[config.mk]
export PLATFORM = sky130hd
export DESIGN_NAME = quadrant_fold
export DESIGN_NICKNAME = d
export VERILOG_FILES = /design/src/cordic_sincos_pkg.sv /design/src/quadrant_fold.sv
export SDC_FILE = /design/constraint.sdc
export NUM_CORES = 1
export LEC_CHECK = 0
export ABC_AREA = 1
export BUFFER_PORTS_ARGS = -buffer_cell sky130_fd_sc_hd__clkbuf_2
export CAP_MARGIN = 20
export CORE_ASPECT_RATIO = 1.4
export CORE_MARGIN = 3
export CORE_UTILIZATION = 25
export CTS_BUF_LIST = sky130_fd_sc_hd__clkbuf_8 sky130_fd_sc_hd__clkbuf_16
export CTS_CLUSTER_DIAMETER = 60
export DETAILED_ROUTE_END_ITERATION = 16
export GPL_ROUTABILITY_DRIVEN = 0
export PLACE_DENSITY = 0.48
export SLEW_MARGIN = 30
export SYNTH_ARGS = -nofsm -noshare
export SYNTH_HDL_FRONTEND = slang
export SYNTH_SLANG_ARGS = --single-unit
[constraint.sdc]
create_clock -name clk -period 0.9 [get_ports clk]
set_clock_uncertainty 0.15 [all_clocks]
set_input_delay 0 -clock clk [delete_from_list [all_inputs] [get_ports clk]]
set_output_delay 0 -clock clk [all_outputs]
set_load 0.005 [all_outputs]
[src/cordic_sincos_pkg.sv]
package cordic_sincos_pkg;

  ////////////////////
  // widths and depth
  ////////////////////

  localparam int data_width = 28; // phase word, x, y, z
  localparam int out_width  = 14;
  localparam int num_stages = 26;

  // fold (2) + rotations (26) + output register (1)
  localparam int latency = 29;

  ////////////////////
  // constants
  ////////////////////

  // full word is one turn
  localparam logic [data_width-1:0] quarter_turn = 28'd67108864;

  // 0.60725 * 2^27, pre-scaled so the rotator gain cancels
  localparam logic [data_width-1:0] cordic_gain = 28'd81503715;

  localparam logic [out_width-1:0] out_offset = 14'd8192; // midscale

  // atan(2^-i) in phase units, entry 0 is 45 deg
  localparam logic [0:num_stages-1][data_width-1:0] atan_table = {
    28'd33554432,
    28'd19808338,
    28'd10466181,
    28'd5312797,
    28'd2666708,
    28'd1334654,
    28'd667489,
    28'd333765,
    28'd166885,
    28'd83442,
    28'd41721,
    28'd20860,
    28'd10430,
    28'd5215,
    28'd2607,
    28'd1303,
    28'd651,
    28'd325,
    28'd162,
    28'd81,
    28'd40,
    28'd20,
    28'd10,
    28'd5,
    28'd2,
    28'd1
  };

  ////////////////////
  // quadrant code
  ////////////////////

  // top two phase bits
  typedef enum logic [1:0] {
    quad_first,
    quad_second,
    quad_third,
    quad_fourth
  } quad_e;

endpackage

[src/quadrant_fold.sv]
module quadrant_fold (
  input  logic                                    clk,
  input  logic                                    rst_n,
  input  logic [cordic_sincos_pkg::data_width-1:0] phase,
  input  logic                                    phase_valid,
  output logic [cordic_sincos_pkg::data_width-1:0] x_start,
  output logic [cordic_sincos_pkg::data_width-1:0] y_start,
  output logic [cordic_sincos_pkg::data_width-1:0] z_start,
  output logic                                    start_valid,
  output cordic_sincos_pkg::quad_e                quadrant,
  output logic                                    quadrant_valid
);

  cordic_sincos_pkg::quad_e                quad_in;
  logic [cordic_sincos_pkg::data_width-1:0] folded;
  logic [cordic_sincos_pkg::data_width-1:0] folded_r;

  // residual lands in [0, quarter_turn)
  always_comb
  begin
    quad_in = cordic_sincos_pkg::quad_e'(phase[cordic_sincos_pkg::data_width-1 -: 2]);
    folded  = phase - cordic_sincos_pkg::quarter_turn
                    * cordic_sincos_pkg::data_width'(quad_in);
  end

  always_ff @(posedge clk or negedge rst_n)
  begin
    if (!rst_n)
    begin
      folded_r       <= '0;
      quadrant       <= cordic_sincos_pkg::quad_first;
      quadrant_valid <= 1'b0;
    end
    else
    begin
      folded_r       <= folded;
      quadrant       <= quad_in;
      quadrant_valid <= phase_valid;
    end
  end

  // starting vector (gain, 0) at the folded angle
  always_ff @(posedge clk or negedge rst_n)
  begin
    if (!rst_n)
    begin
      x_start     <= '0;
      y_start     <= '0;
      z_start     <= '0;
      start_valid <= 1'b0;
    end
    else
    begin
      x_start     <= cordic_sincos_pkg::cordic_gain;
      y_start     <= '0;
      z_start     <= folded_r;
      start_valid <= quadrant_valid;
    end
  end

endmodule

---- Yosys cells after proc, flatten, opt, wreduce, memory -nomap -nowiden ----
Index checks and enable logic that the tools add are counted.
word-level totals
  word-level logic and storage cells ...... 7
  bits in registers ....................... 61
  output and inout bits ................... 88
  input port bits ......................... 31
cells by class
  add/sub/neg operators ................... 1
operators with widths
  operator           number
  28-bit subtractor  1

---- Logic depth before layout (Yosys ltp) ----
  word-level depth ........................ 1
  mapped depth ............................ 1
  gate-level depth less buffers ........... 0

---- Worst setup path before layout ----
Ideal clock, no wire load.
  path type ............................... flip-flop to output port
  start ................................... register, netlist name x_start[0]
  end ..................................... output port x_start[10] (netlist name)
  required time ........................... 0.750 ns
  arrival time ............................ 0.725 ns
  path slack .............................. 0.025 ns
  stages on the path, launching flop included .. 2
  buffers on the path ..................... 1
  path through ............................ dfrtp_1 > buf_4
RTL lines
  what           RTL line            text
  end, declared  quadrant_fold.sv:6  output logic [cordic_sincos_pkg::data_width-1:0] x_start,
No word-level cell between the ends.

---- Worst setup path in the final report ----
  start ................................... register, netlist name x_start[0]
  end ..................................... output port x_start[1] (netlist name)
No word-level cell between the ends.

==> results list <==
- The run finished, with violations left.
- Violated checks: negative setup slack
- After clock tree synthesis, the clock-pin slew on the worst setup and hold paths is 0.07 ns.
* Number of CTS-inserted buffers: 9
* Fmax: 869 MHz
* Total of max-cap violations: 0
* Worst Path Class, Setup: flip-flop to output pin
- The cell count after synthesis came out at around 120.
* Maximum clock insertion buffer count: 2
* Worst Hold Class: primary input to async pin
- Maximum VDD drop: about 1100 uV
- Most common cell after layout, fill and taps aside: clkbuf_2
- Number of nets in the layout: roughly 250
* Vias in the first global route: 1007
- After synthesis, the netlist uses 3 different library cells.
* Time the worst path needs with I/O delays and setup: 1.15 ns
- Most Crowded Layer GR: met2
- Before antenna repair, the detailed router went through 3 iterations.
* Area of the multi-input gates: 161 um2
- The wire-length estimate of the detail-placed layout is 2000 um.
- Arrival time of the worst setup path: 1.00 ns
- Number of inserted filler cells in the final layout: 690
- Layout-stage area growth over the synthesis result: 41.7%
* Startpoint type of the worst setup path: flip-flop
* Core footprint: 7120 um2
- Antenna violations before repair: 0
- Routed WL per cell: roughly 9.7 um
- Row generation in the floorplan step produced 36 rows.
- Overall die width: slightly below 80 um
* Worst-Skew Late Latency: between 0.3 and 0.4 ns
* Seq cells post-synth: 57
- Global routing consumed, on the met1 layer, around 7.6% of the routing resources.
* Portion of the clock cycle consumed by the worst path in the final layout: 128%
- Crit-path max FO: 8
* Power per unit of standard cell area: 2050 nW/um2
* Mean cell area of the mapped netlist: 16.0 um2
- Summing internal, switching and leakage power gives 5.42 mW.
* Starting DRC count in detailed routing: 12
- Share of post-route cells with drive strength above 1: between 40% and 50%
- Sum of routed wire length over all layers: 3110 um
- Number of I/O port buffers: 76
- Entering global routing, the biggest net connects slightly below 60 pins.
- In this run the remaining antenna-violating nets after routing total 0.
- For this run, the total global-route usage over all layers was measured as 7.95%.
* Number of H-tree branching levels: 3
- In this run the static leakage power is 1.37 nW.
- In the post-route analysis, the smallest setup slack over all paths is -0.251 ns.
- Vertical die dimension: 108 um
- Detail-routed via count per cell: 3.22
- The sequential cells in the finished layout cover a total of between 1000 and 1500 um2.
- The total overflow left after global routing is 0.
- For this run, global-route usage on met3 was measured as 4.33%.
- Diode count: 0
- At the worst endpoint, the required time is 0.75 ns.
* Part of the Yosys area used for sequential elements: between 70% and 80%
* Num ports: 119
- Clk root buf: clkbuf_8
- TritonCTS clock tree: built
* Die area: 8530 um2
- The Yosys step of the flow raised 0 warnings.
- Setup violations remaining at the end of the flow were counted as between 40 and 50.
- The final hold violation count is 0.
* Cell area after synthesis: 1860 um2
* Kind of end point of the critical path: output pin
- Setup repair after global routing missed its margin: yes
- Clock sinks: 57
- Met2 GRT Util: 12.8%
* DRC violations left: 0
- Hold Worst Slack: 0.0521 ns
- In the layout the commonest cells are 73 x clkbuf_2, 56 x dfrtp_1, 43 x conb_1.
- Wire length of the first global-routing pass: 4810 um
- The number of max-slew violations in the final report was 0.
- Vias: 1030
- For this configuration, the core starts out at a cell density of 26.2%.
[area by class of cell]
class / count / area share (%)
multi-input combinational: 43 / 6.12
sequential: 57 / 54.1
timing repair buffer: 109 / 27.9
clock inverter: 7 / 2.70
clock buffer: 9 / 4.69
tap: 95 / 4.50
[Yosys cell counts]
master   count  share of area (%)
buf_4       57                 23
dfrtp_1     57                 77
conb_1       2               0.40
[through the flow]
| step | setup TNS [ns] | util [%] | cells | area, um2 | setup slack [ns] |
|---|---|---|---|---|---|
| floorplan | 0 | - | 157 | 2020 | 0.0253 |
| global placement | -0.0891 | 29.6 | 272 | 2110 | -0.00792 |
| detailed placement | -0.390 | 29.6 | 272 | 2110 | -0.0273 |
| CTS | -6.19 | 36.9 | 320 | 2630 | -0.262 |
| global route | -7.19 | 37.1 | 320 | 2640 | -0.297 |
| finish | -5.12 | 37.1 | 320 | 2640 | -0.251 |
[per-layer routing]
layer,vias up,part of all wire (%)
met1,467,32
met2,94,50
met3,9,15
met4,0,2.8
li1,460,-
met5,-,0
[logic make-up after synthesis]
group / count (synthesis) / synth area share [%]
buffers and inverters: 57 / 23.0
DFF: 57 / 76.6
other: 2 / 0.403
[worst paths after layout]
check	start	endpoint	slack, ns	cells past startpoint
worst max-delay path	x_start[0]$_DFF_PN0_	x_start[1]	-0.25	2
worst min-delay path	rst_n	quadrant[1]$_DFF_PN0_	0.05	3
worst max register to register	quadrant_valid$_DFF_PN0_	start_valid$_DFF_PN0_	0.26	0
worst min register to register	folded_r[6]$_DFF_PN0_	z_start[6]$_DFF_PN0_	0.20	0
max in group asynchronous	rst_n	x_start[0]$_DFF_PN0_	0.30	3
min in group clk	phase[13]	folded_r[13]$_DFF_PN0_	0.16	2
[report_power, final]
group | internal (mW) | switching, mW | total [mW]
Clock | 1.27 | 1.01 | 2.29
Sequential | 2.69 | 0.0340 | 2.73
Combinational | 0.220 | 0.189 | 0.409
Total | 4.19 | 1.24 | 5.42
[state kept, by name, summed over array words and instances (netlist names)]
register,cells
folded_r,26
quadrant,2
quadrant_valid,1
start_valid,1
x_start,1
z_start,26
[worst max-delay path, stage by stage (launching register included)]
cell and delay (ns):
dfrtp_2 0.42, buf_6 0.14, buf_6 0.11
[timing repair]
action | 4_1_cts | 5_1_grt
setup endpoints to repair | 46 | 46
hold endpoints to repair | 86 | 0
gates resized for setup | 4 | 3
hold buffers | 30 | 0
setup buffers | 2 | 0
Power figures use the tool's default switching activity.
