File: src/cordic_sincos_pkg.sv
package cordic_sincos_pkg;

  ////////////////////
  // widths and depth
  ////////////////////

  localparam int data_width = 28; // phase word, x, y, z
  localparam int out_width  = 14;
  localparam int num_stages = 26;

  // fold (2) + rotations (26) + output register (1)
  localparam int latency = 29;

  ////////////////////
  // constants
  ////////////////////

  // full word is one turn
  localparam logic [data_width-1:0] quarter_turn = 28'd67108864;

  // 0.60725 * 2^27, pre-scaled so the rotator gain cancels
  localparam logic [data_width-1:0] cordic_gain = 28'd81503715;

  localparam logic [out_width-1:0] out_offset = 14'd8192; // midscale

  // atan(2^-i) in phase units, entry 0 is 45 deg
  localparam logic [0:num_stages-1][data_width-1:0] atan_table = {
    28'd33554432,
    28'd19808338,
    28'd10466181,
    28'd5312797,
    28'd2666708,
    28'd1334654,
    28'd667489,
    28'd333765,
    28'd166885,
    28'd83442,
    28'd41721,
    28'd20860,
    28'd10430,
    28'd5215,
    28'd2607,
    28'd1303,
    28'd651,
    28'd325,
    28'd162,
    28'd81,
    28'd40,
    28'd20,
    28'd10,
    28'd5,
    28'd2,
    28'd1
  };

  ////////////////////
  // quadrant code
  ////////////////////

  // top two phase bits
  typedef enum logic [1:0] {
    quad_first,
    quad_second,
    quad_third,
    quad_fourth
  } quad_e;

endpackage

File: src/quadrant_unfold.sv
module quadrant_unfold (
  input  logic                                    clk,
  input  logic                                    rst_n,
  input  cordic_sincos_pkg::quad_e                quadrant,
  input  logic                                    quadrant_valid,
  input  logic [cordic_sincos_pkg::data_width-1:0] x_in,
  input  logic [cordic_sincos_pkg::data_width-1:0] y_in,
  input  logic                                    rot_valid,
  output logic [cordic_sincos_pkg::out_width-1:0]  sin,
  output logic [cordic_sincos_pkg::out_width-1:0]  cos,
  output logic                                    out_valid
);

  // 27 entries, one per rotator stage plus the vector load
  cordic_sincos_pkg::quad_e quad_pipe  [0:cordic_sincos_pkg::num_stages];
  logic                     valid_pipe [0:cordic_sincos_pkg::num_stages];

  cordic_sincos_pkg::quad_e                quad_dly;
  logic                                    quadrant_valid_dly; // must track rot_valid
  logic [cordic_sincos_pkg::data_width-1:0] sin_r;
  logic [cordic_sincos_pkg::data_width-1:0] cos_r;

  ////////////////////
  // quadrant delay
  ////////////////////

  always_ff @(posedge clk or negedge rst_n)
  begin
    if (!rst_n)
    begin
      for (int i = 0; i <= cordic_sincos_pkg::num_stages; i++)
      begin
        quad_pipe[i]  <= cordic_sincos_pkg::quad_first;
        valid_pipe[i] <= 1'b0;
      end
    end
    else
    begin
      quad_pipe[0]  <= quadrant;
      valid_pipe[0] <= quadrant_valid;
      for (int i = 1; i <= cordic_sincos_pkg::num_stages; i++)
      begin
        quad_pipe[i]  <= quad_pipe[i-1];
        valid_pipe[i] <= valid_pipe[i-1];
      end
    end
  end

  assign quad_dly           = quad_pipe[cordic_sincos_pkg::num_stages];
  assign quadrant_valid_dly = valid_pipe[cordic_sincos_pkg::num_stages];

  ////////////////////
  // restore
  ////////////////////

  always_ff @(posedge clk or negedge rst_n)
  begin
    if (!rst_n)
    begin
      sin_r     <= '0;
      cos_r     <= '0;
      out_valid <= 1'b0;
    end
    else
    begin
      out_valid <= rot_valid;
      case (quad_dly)
        cordic_sincos_pkg::quad_first:
        begin
          sin_r <= y_in;
          cos_r <= x_in;
        end
        cordic_sincos_pkg::quad_second: // +90 deg
        begin
          sin_r <= x_in;
          cos_r <= -y_in;
        end
        cordic_sincos_pkg::quad_third:
        begin
          sin_r <= -y_in;
          cos_r <= -x_in;
        end
        default:
        begin
          sin_r <= -x_in;
          cos_r <= y_in;
        end
      endcase
    end
  end

  // top bits to offset binary, wraps mod 2^14
  assign sin = sin_r[cordic_sincos_pkg::data_width-1 -: cordic_sincos_pkg::out_width]
             + cordic_sincos_pkg::out_offset;
  assign cos = cos_r[cordic_sincos_pkg::data_width-1 -: cordic_sincos_pkg::out_width]
             + cordic_sincos_pkg::out_offset;

endmodule

File: config.mk
export PLATFORM = sky130hd
export DESIGN_NAME = quadrant_unfold
export DESIGN_NICKNAME = d
export VERILOG_FILES = /design/src/cordic_sincos_pkg.sv /design/src/quadrant_unfold.sv
export SDC_FILE = /design/constraint.sdc
export NUM_CORES = 1
export LEC_CHECK = 0
export ABC_CLOCK_PERIOD_IN_PS = 4300
export BUFFER_PORTS_ARGS = -buffer_cell sky130_fd_sc_hd__buf_2
export CAP_MARGIN = 15
export CORE_MARGIN = 8
export CORE_UTILIZATION = 58
export DETAILED_ROUTE_END_ITERATION = 10
export GPL_TIMING_DRIVEN = 0
export PLACE_DENSITY = 0.85
export SYNTH_ARGS = -nofsm -noshare
export SYNTH_HDL_FRONTEND = slang
export SYNTH_SLANG_ARGS = --single-unit
export TNS_END_PERCENT = 100
File: constraint.sdc
create_clock -name clk -period 4.3 [get_ports clk]
set_input_delay 1.29 -clock clk [delete_from_list [all_inputs] [get_ports clk]]
set_output_delay 1.29 -clock clk [all_outputs]
set_load 0.01 [all_outputs]
Word level (Yosys, flattened, before mapping). Cells that the tools add are included.

Eq/ne operators: 2. Multiplexer cells: 2. Add/sub/neg operators: 4. Reduce and logical (&&, ||, !) cells: 1.

Operator list (number): $pmux 28 s3 (2); $neg 28->28 (2); $add 14x14->14 const B (2); $eq 2x1->1 const B (1); $eq 2x2->1 const B (1); $logic_not 2->1 (1).

Input bits: 62. Output and inout port bits: 29. Register bits after elaboration: 111. Logic and storage cells: 39.

Longest topological paths before layout.
Word-level depth: 2. Depth in mapped cells: 7. Gate-level depth less buffers: 5.

Worst setup path after synthesis. No wires, ideal clock.

Kind: input -> register. Start: input y_in[5] (netlist name). End: register cos_r[27] (netlist name). Stages: 6. Buffers on the path: 1. Library setup time: 0.070 ns. Slack: 1.598 ns. Arrival: 2.632 ns. Cell sequence: nor4_4 nand4_2 buf_6 nor3_2 mux2_2 nand3_1.

Word-level cells in the longest chain between the ends: 2.

RTL lines: from (decl) (line quadrant_unfold.sv:7) `input logic [cordic_sincos_pkg::data_width-1:0] y_in,`; $neg 28->28 (line quadrant_unfold.sv:76) `cos_r <= -y_in;`; $pmux 28 s3 (line quadrant_unfold.sv:67) `case (quad_dly)`; to (signal assigned) (line quadrant_unfold.sv:71) `cos_r <= x_in;`; to (signal assigned) (line quadrant_unfold.sv:76); to (signal assigned) (line quadrant_unfold.sv:81) `cos_r <= -x_in;`; to (decl) (line quadrant_unfold.sv:21) `logic [cordic_sincos_pkg::data_width-1:0] cos_r;`.

Every way passes these cells.

Worst setup path in the final report.
Start: input x_in[5] (netlist name). End: register sin_r[22] (netlist name).

Word-level cells in the longest chain between the ends: 2.

RTL lines: from (decl) (line quadrant_unfold.sv:6) `input logic [cordic_sincos_pkg::data_width-1:0] x_in,`; $neg 28->28 (line quadrant_unfold.sv:85) `sin_r <= -x_in;`; $pmux 28 s3 (line quadrant_unfold.sv:67); to (signal assigned) (line quadrant_unfold.sv:70) `sin_r <= y_in;`; to (signal assigned) (line quadrant_unfold.sv:75) `sin_r <= x_in;`; to (signal assigned) (line quadrant_unfold.sv:85); to (decl) (line quadrant_unfold.sv:20) `logic [cordic_sincos_pkg::data_width-1:0] sin_r;`.

Every way passes these cells.

==> results.py <==
metrics = {
    "run_status": {
        "status": "completed",
    },
    "floorplanning": {
        "start_util_pct": 58.4,
        "coreArea_um2": 6640,
        "num_rows": 30,
        "die_x_um": 97.8,
        "top_level_ports": 91,
        "die_h_um": 97.8,
        "die_area_um2": 9560,
    },
    "cts": {
        "cts_hold_buf": 0,
        "htreeDepth": 3,
        "cts_made_buffers": 9,
        "ctsResizeCount": 0,
        "cts.sinks": 83,
        "clk_pin_slew_worst_paths_ns": 0.09,
        "ctsRootBufferMaster": "clkbuf_8",
        "clock_path_buffers": 2,
        "cts_tree": "done",
        "post_cts_buffers": 0,
        "clock_latency_ns": 0.36,
    },
    "synth": {
        "synthFlopType": "dfrtp_1",
        "synth_fp_nets": 397,
        "yosys.area_share.simple_pct": 14.7,
        "synthArstFlopShare_pct": 100,
        "synth_top_area_cell": "dfrtp_1",
        "syn_area_per_cell_um2": 11.6,
        "yosysTopAreaCellShare_pct": 53.6,
        "synth-seq-cells": 83,
        "synth_edf_count": 0,
        "synthAdderAreaFrac_pct": 0,
        "netlist_area_um2": 3880,
        "ys_warn_count": 0,
        "yosysUniqueCellTypes": 59,
        "synthXorXnorAreaFrac_pct": 3.61,
        "synth_area_leaders": "dfrtp_1, buf_4, mux2i_1",
        "synthCells": 335,
        "synth_top_family_by_area": "compound AO/OA/AOI/OAI gates",
        "synth_compound_area_share_pct": 15.0,
        "yosys-mux-area-fraction_pct": 5.03,
        "yosysSeqAreaShare_pct": 53.6,
    },
    "layout": {
        "nets": 495,
        "drive_gt1_share_pct": 35.2,
        "fillCellCount": 480,
        "fin_area_um2": 4640,
        "area_delta_synth_final_pct": 19.7,
        "insertedDiodeCount": 0,
    },
    "global_routing": {
        "antenna_found_initial": 0,
        "gr-max-usage-layer": "met2",
        "first_global_vias": 3237,
        "met3_usage_pct": 6.19,
        "grt_start_max_net_pins": 81,
        "met1_usage_pct": 26.3,
        "grt_use_met2_pct": 33.8,
        "grt_first_pass_wirelength_um": 16200,
        "globalRouteOverflowTotal": 0,
        "grt_usage_pct": 21.2,
    },
    "worst_hold_path": {
        "hp-class": "reg -> reg",
    },
    "placement": {
        "placed_cell_area_um2": 4440,
        "portBuffers": 86,
        "dp_hpwl_um": 7070,
        "globalplace.congestion": 0.926,
    },
    "sta": {
        "setup_viol_count_final": 0,
        "period_share_pct": 65.7,
        "whs_ns": 0.351,
        "clock.fmax_ghz": 0.354,
        "fin_skew_ns": 0.0108,
        "min_period_ns": 2.82,
        "slew_viol_final": 0,
        "maxSlewHeadroom_pct": 47.9,
        "hold_violations": 0,
        "rsz0062_at_grt": "no",
        "worst_pin_slew_ns": 0.782,
        "setup_tns_ns": 0,
    },
    "power_and_ir_drop": {
        "static-leakage-power_nw": 2.06,
        "powerDensity_nw_per_um2": 365,
        "ir_drop_mv": 0.257,
    },
    "worst_setup_path": {
        "cp_common_cell": "buf_2",
        "crit_type": "in -> reg",
        "critPathMaxFanout": 10,
        "path_cells": "buf_2 -> nor4_2 -> nand4_1 -> buf_2 -> o31ai_2 -> o32ai_1 -> a211oi_1",
        "required_ns": 4.54,
        "crit_path_top_delay_cell": "nor4_2",
        "critPathLaunchType": "input pin",
        "end_kind": "flop",
        "critical_path.max_stage_delay_ns": 0.38,
        "cp.arrival_ns": 3.07,
    },
    "detailed_routing": {
        "first_iter_violations": 236,
        "via_per_inst": 6.02,
        "num_vias": 3120,
        "drtAntennaViolNets": 0,
        "drt-total-wl_um": 9820,
        "drcViolationCount": 0,
        "post_drt_wl_per_cell_um": 19.0,
        "dr.pass1.iters": 5,
    },
    "flow_run": {
        "drv_cap": 0,
    },
}
==> report_power, final <==
group          internal (mW)  switching (mW)  total [mW]
clock                  0.275           0.293       0.569
sequential             0.835          0.0173       0.852
combinational          0.125           0.150       0.275
==> state kept, by name, indices dropped and copies added, names as in the netlist <==
| signal | count |
|---|---|
| sin_r | 14 |
| cos_r | 14 |
| quad_dly | 2 |
| quad_pipe | 52 |
| out_valid | 1 |
==> final timing paths <==
| check | cells after the start | end | start | slack (ns) |
|---|---|---|---|---|
| worst min-delay path | 0 | quad_pipe[45] | quad_pipe[47] | 0.35 |
| min in group asynchronous | 1 | quad_pipe[48] | rst_n | 0.72 |
| worst min register to register | 0 | quad_pipe[45] | quad_pipe[47] | 0.35 |
| worst max-delay path | 7 | sin_r[22] | x_in[5] | 1.48 |
| worst max register to register | 5 | cos_r[17] | quad_dly[0] | 2.15 |
| max in group asynchronous | 2 | sin_r[19] | rst_n | 3.03 |
==> metal layers <==
metal / vias to the layer above / part of all wire [%]
met5: - / 0
met3: 16 / 9.9
met1: 1512 / 40
met4: 0 / 1.7
met2: 184 / 48
li1: 1408 / -
==> cells by family after synthesis <==
kind of cell	after synthesis
compound gates	77
simple gates	89
flops	83
mux	19
buf+inv	51
xor+xnor	16
==> synthesized netlist by cell type (3+ instances only) <==
master and number:
mux2_2 4, or3_1 6, o21ai_0 15, nor3_1 7, or4_1 3, nand3_1 9
o31ai_1 6, a211oi_1 6, nand4_1 5, nor2b_1 3, dfrtp_1 83, nand2b_1 4
xor2_1 14, o211ai_1 5, buf_4 27, o32ai_1 3, buf_2 3, a21oi_1 5
mux2i_1 15, inv_1 6, nor4_2 3, nand2_1 15, o41ai_1 3, nor4_4 5
o211a_1 3, buf_1 4, clkbuf_1 7, nor2_1 19
==> cells in the final DEF, fill, tap and decap left out, types with 5 or more instances in the layout <==
cell,instances
nand3_1,9
clkbuf_8,9
nor3_1,7
nor2_1,19
or3_1,6
buf_2,88
a211oi_1,6
nand4_1,5
xor2_1,14
o31ai_1,6
nor4_4,5
a21oi_1,5
o21ai_0,15
nand2_1,15
clkbuf_1,8
buf_4,28
o211ai_1,5
dfrtp_1,83
inv_1,6
mux2i_1,15
==> stage by stage <==
step                cells  power, mW  utilization [%]  setup WS [ns]
floorplan             335       1.01                -           1.60
global placement      501       1.13             66.3           1.22
finish                518       1.70             69.8           1.48
global route          518       1.76             69.8           1.31
CTS                   518       1.70             69.8           1.49
detailed placement    502       1.14             66.8           1.12
==> critical path: cells and delay by family <==
family,cells,cell delay (ns)
AO/OA/AOI/OAI,3,0.73
AND/OR/NAND/NOR,2,0.65
buffers and inverters,2,0.39
==> final cells by class <==
type | instances | area [µm²] | share of cell area (%)
repair buffers | 87 | 460 | 9.92
clock buffers | 10 | 128 | 2.75
clock inverters | 6 | 73.8 | 1.59
well taps | 80 | 100 | 2.16
inverters | 8 | 30.0 | 0.647
flip-flops and latches | 83 | 2080 | 44.8
multi-input cells | 201 | 1490 | 32.1
plain buffers | 43 | 282 | 6.07
(Power assumes the default switching activity.)
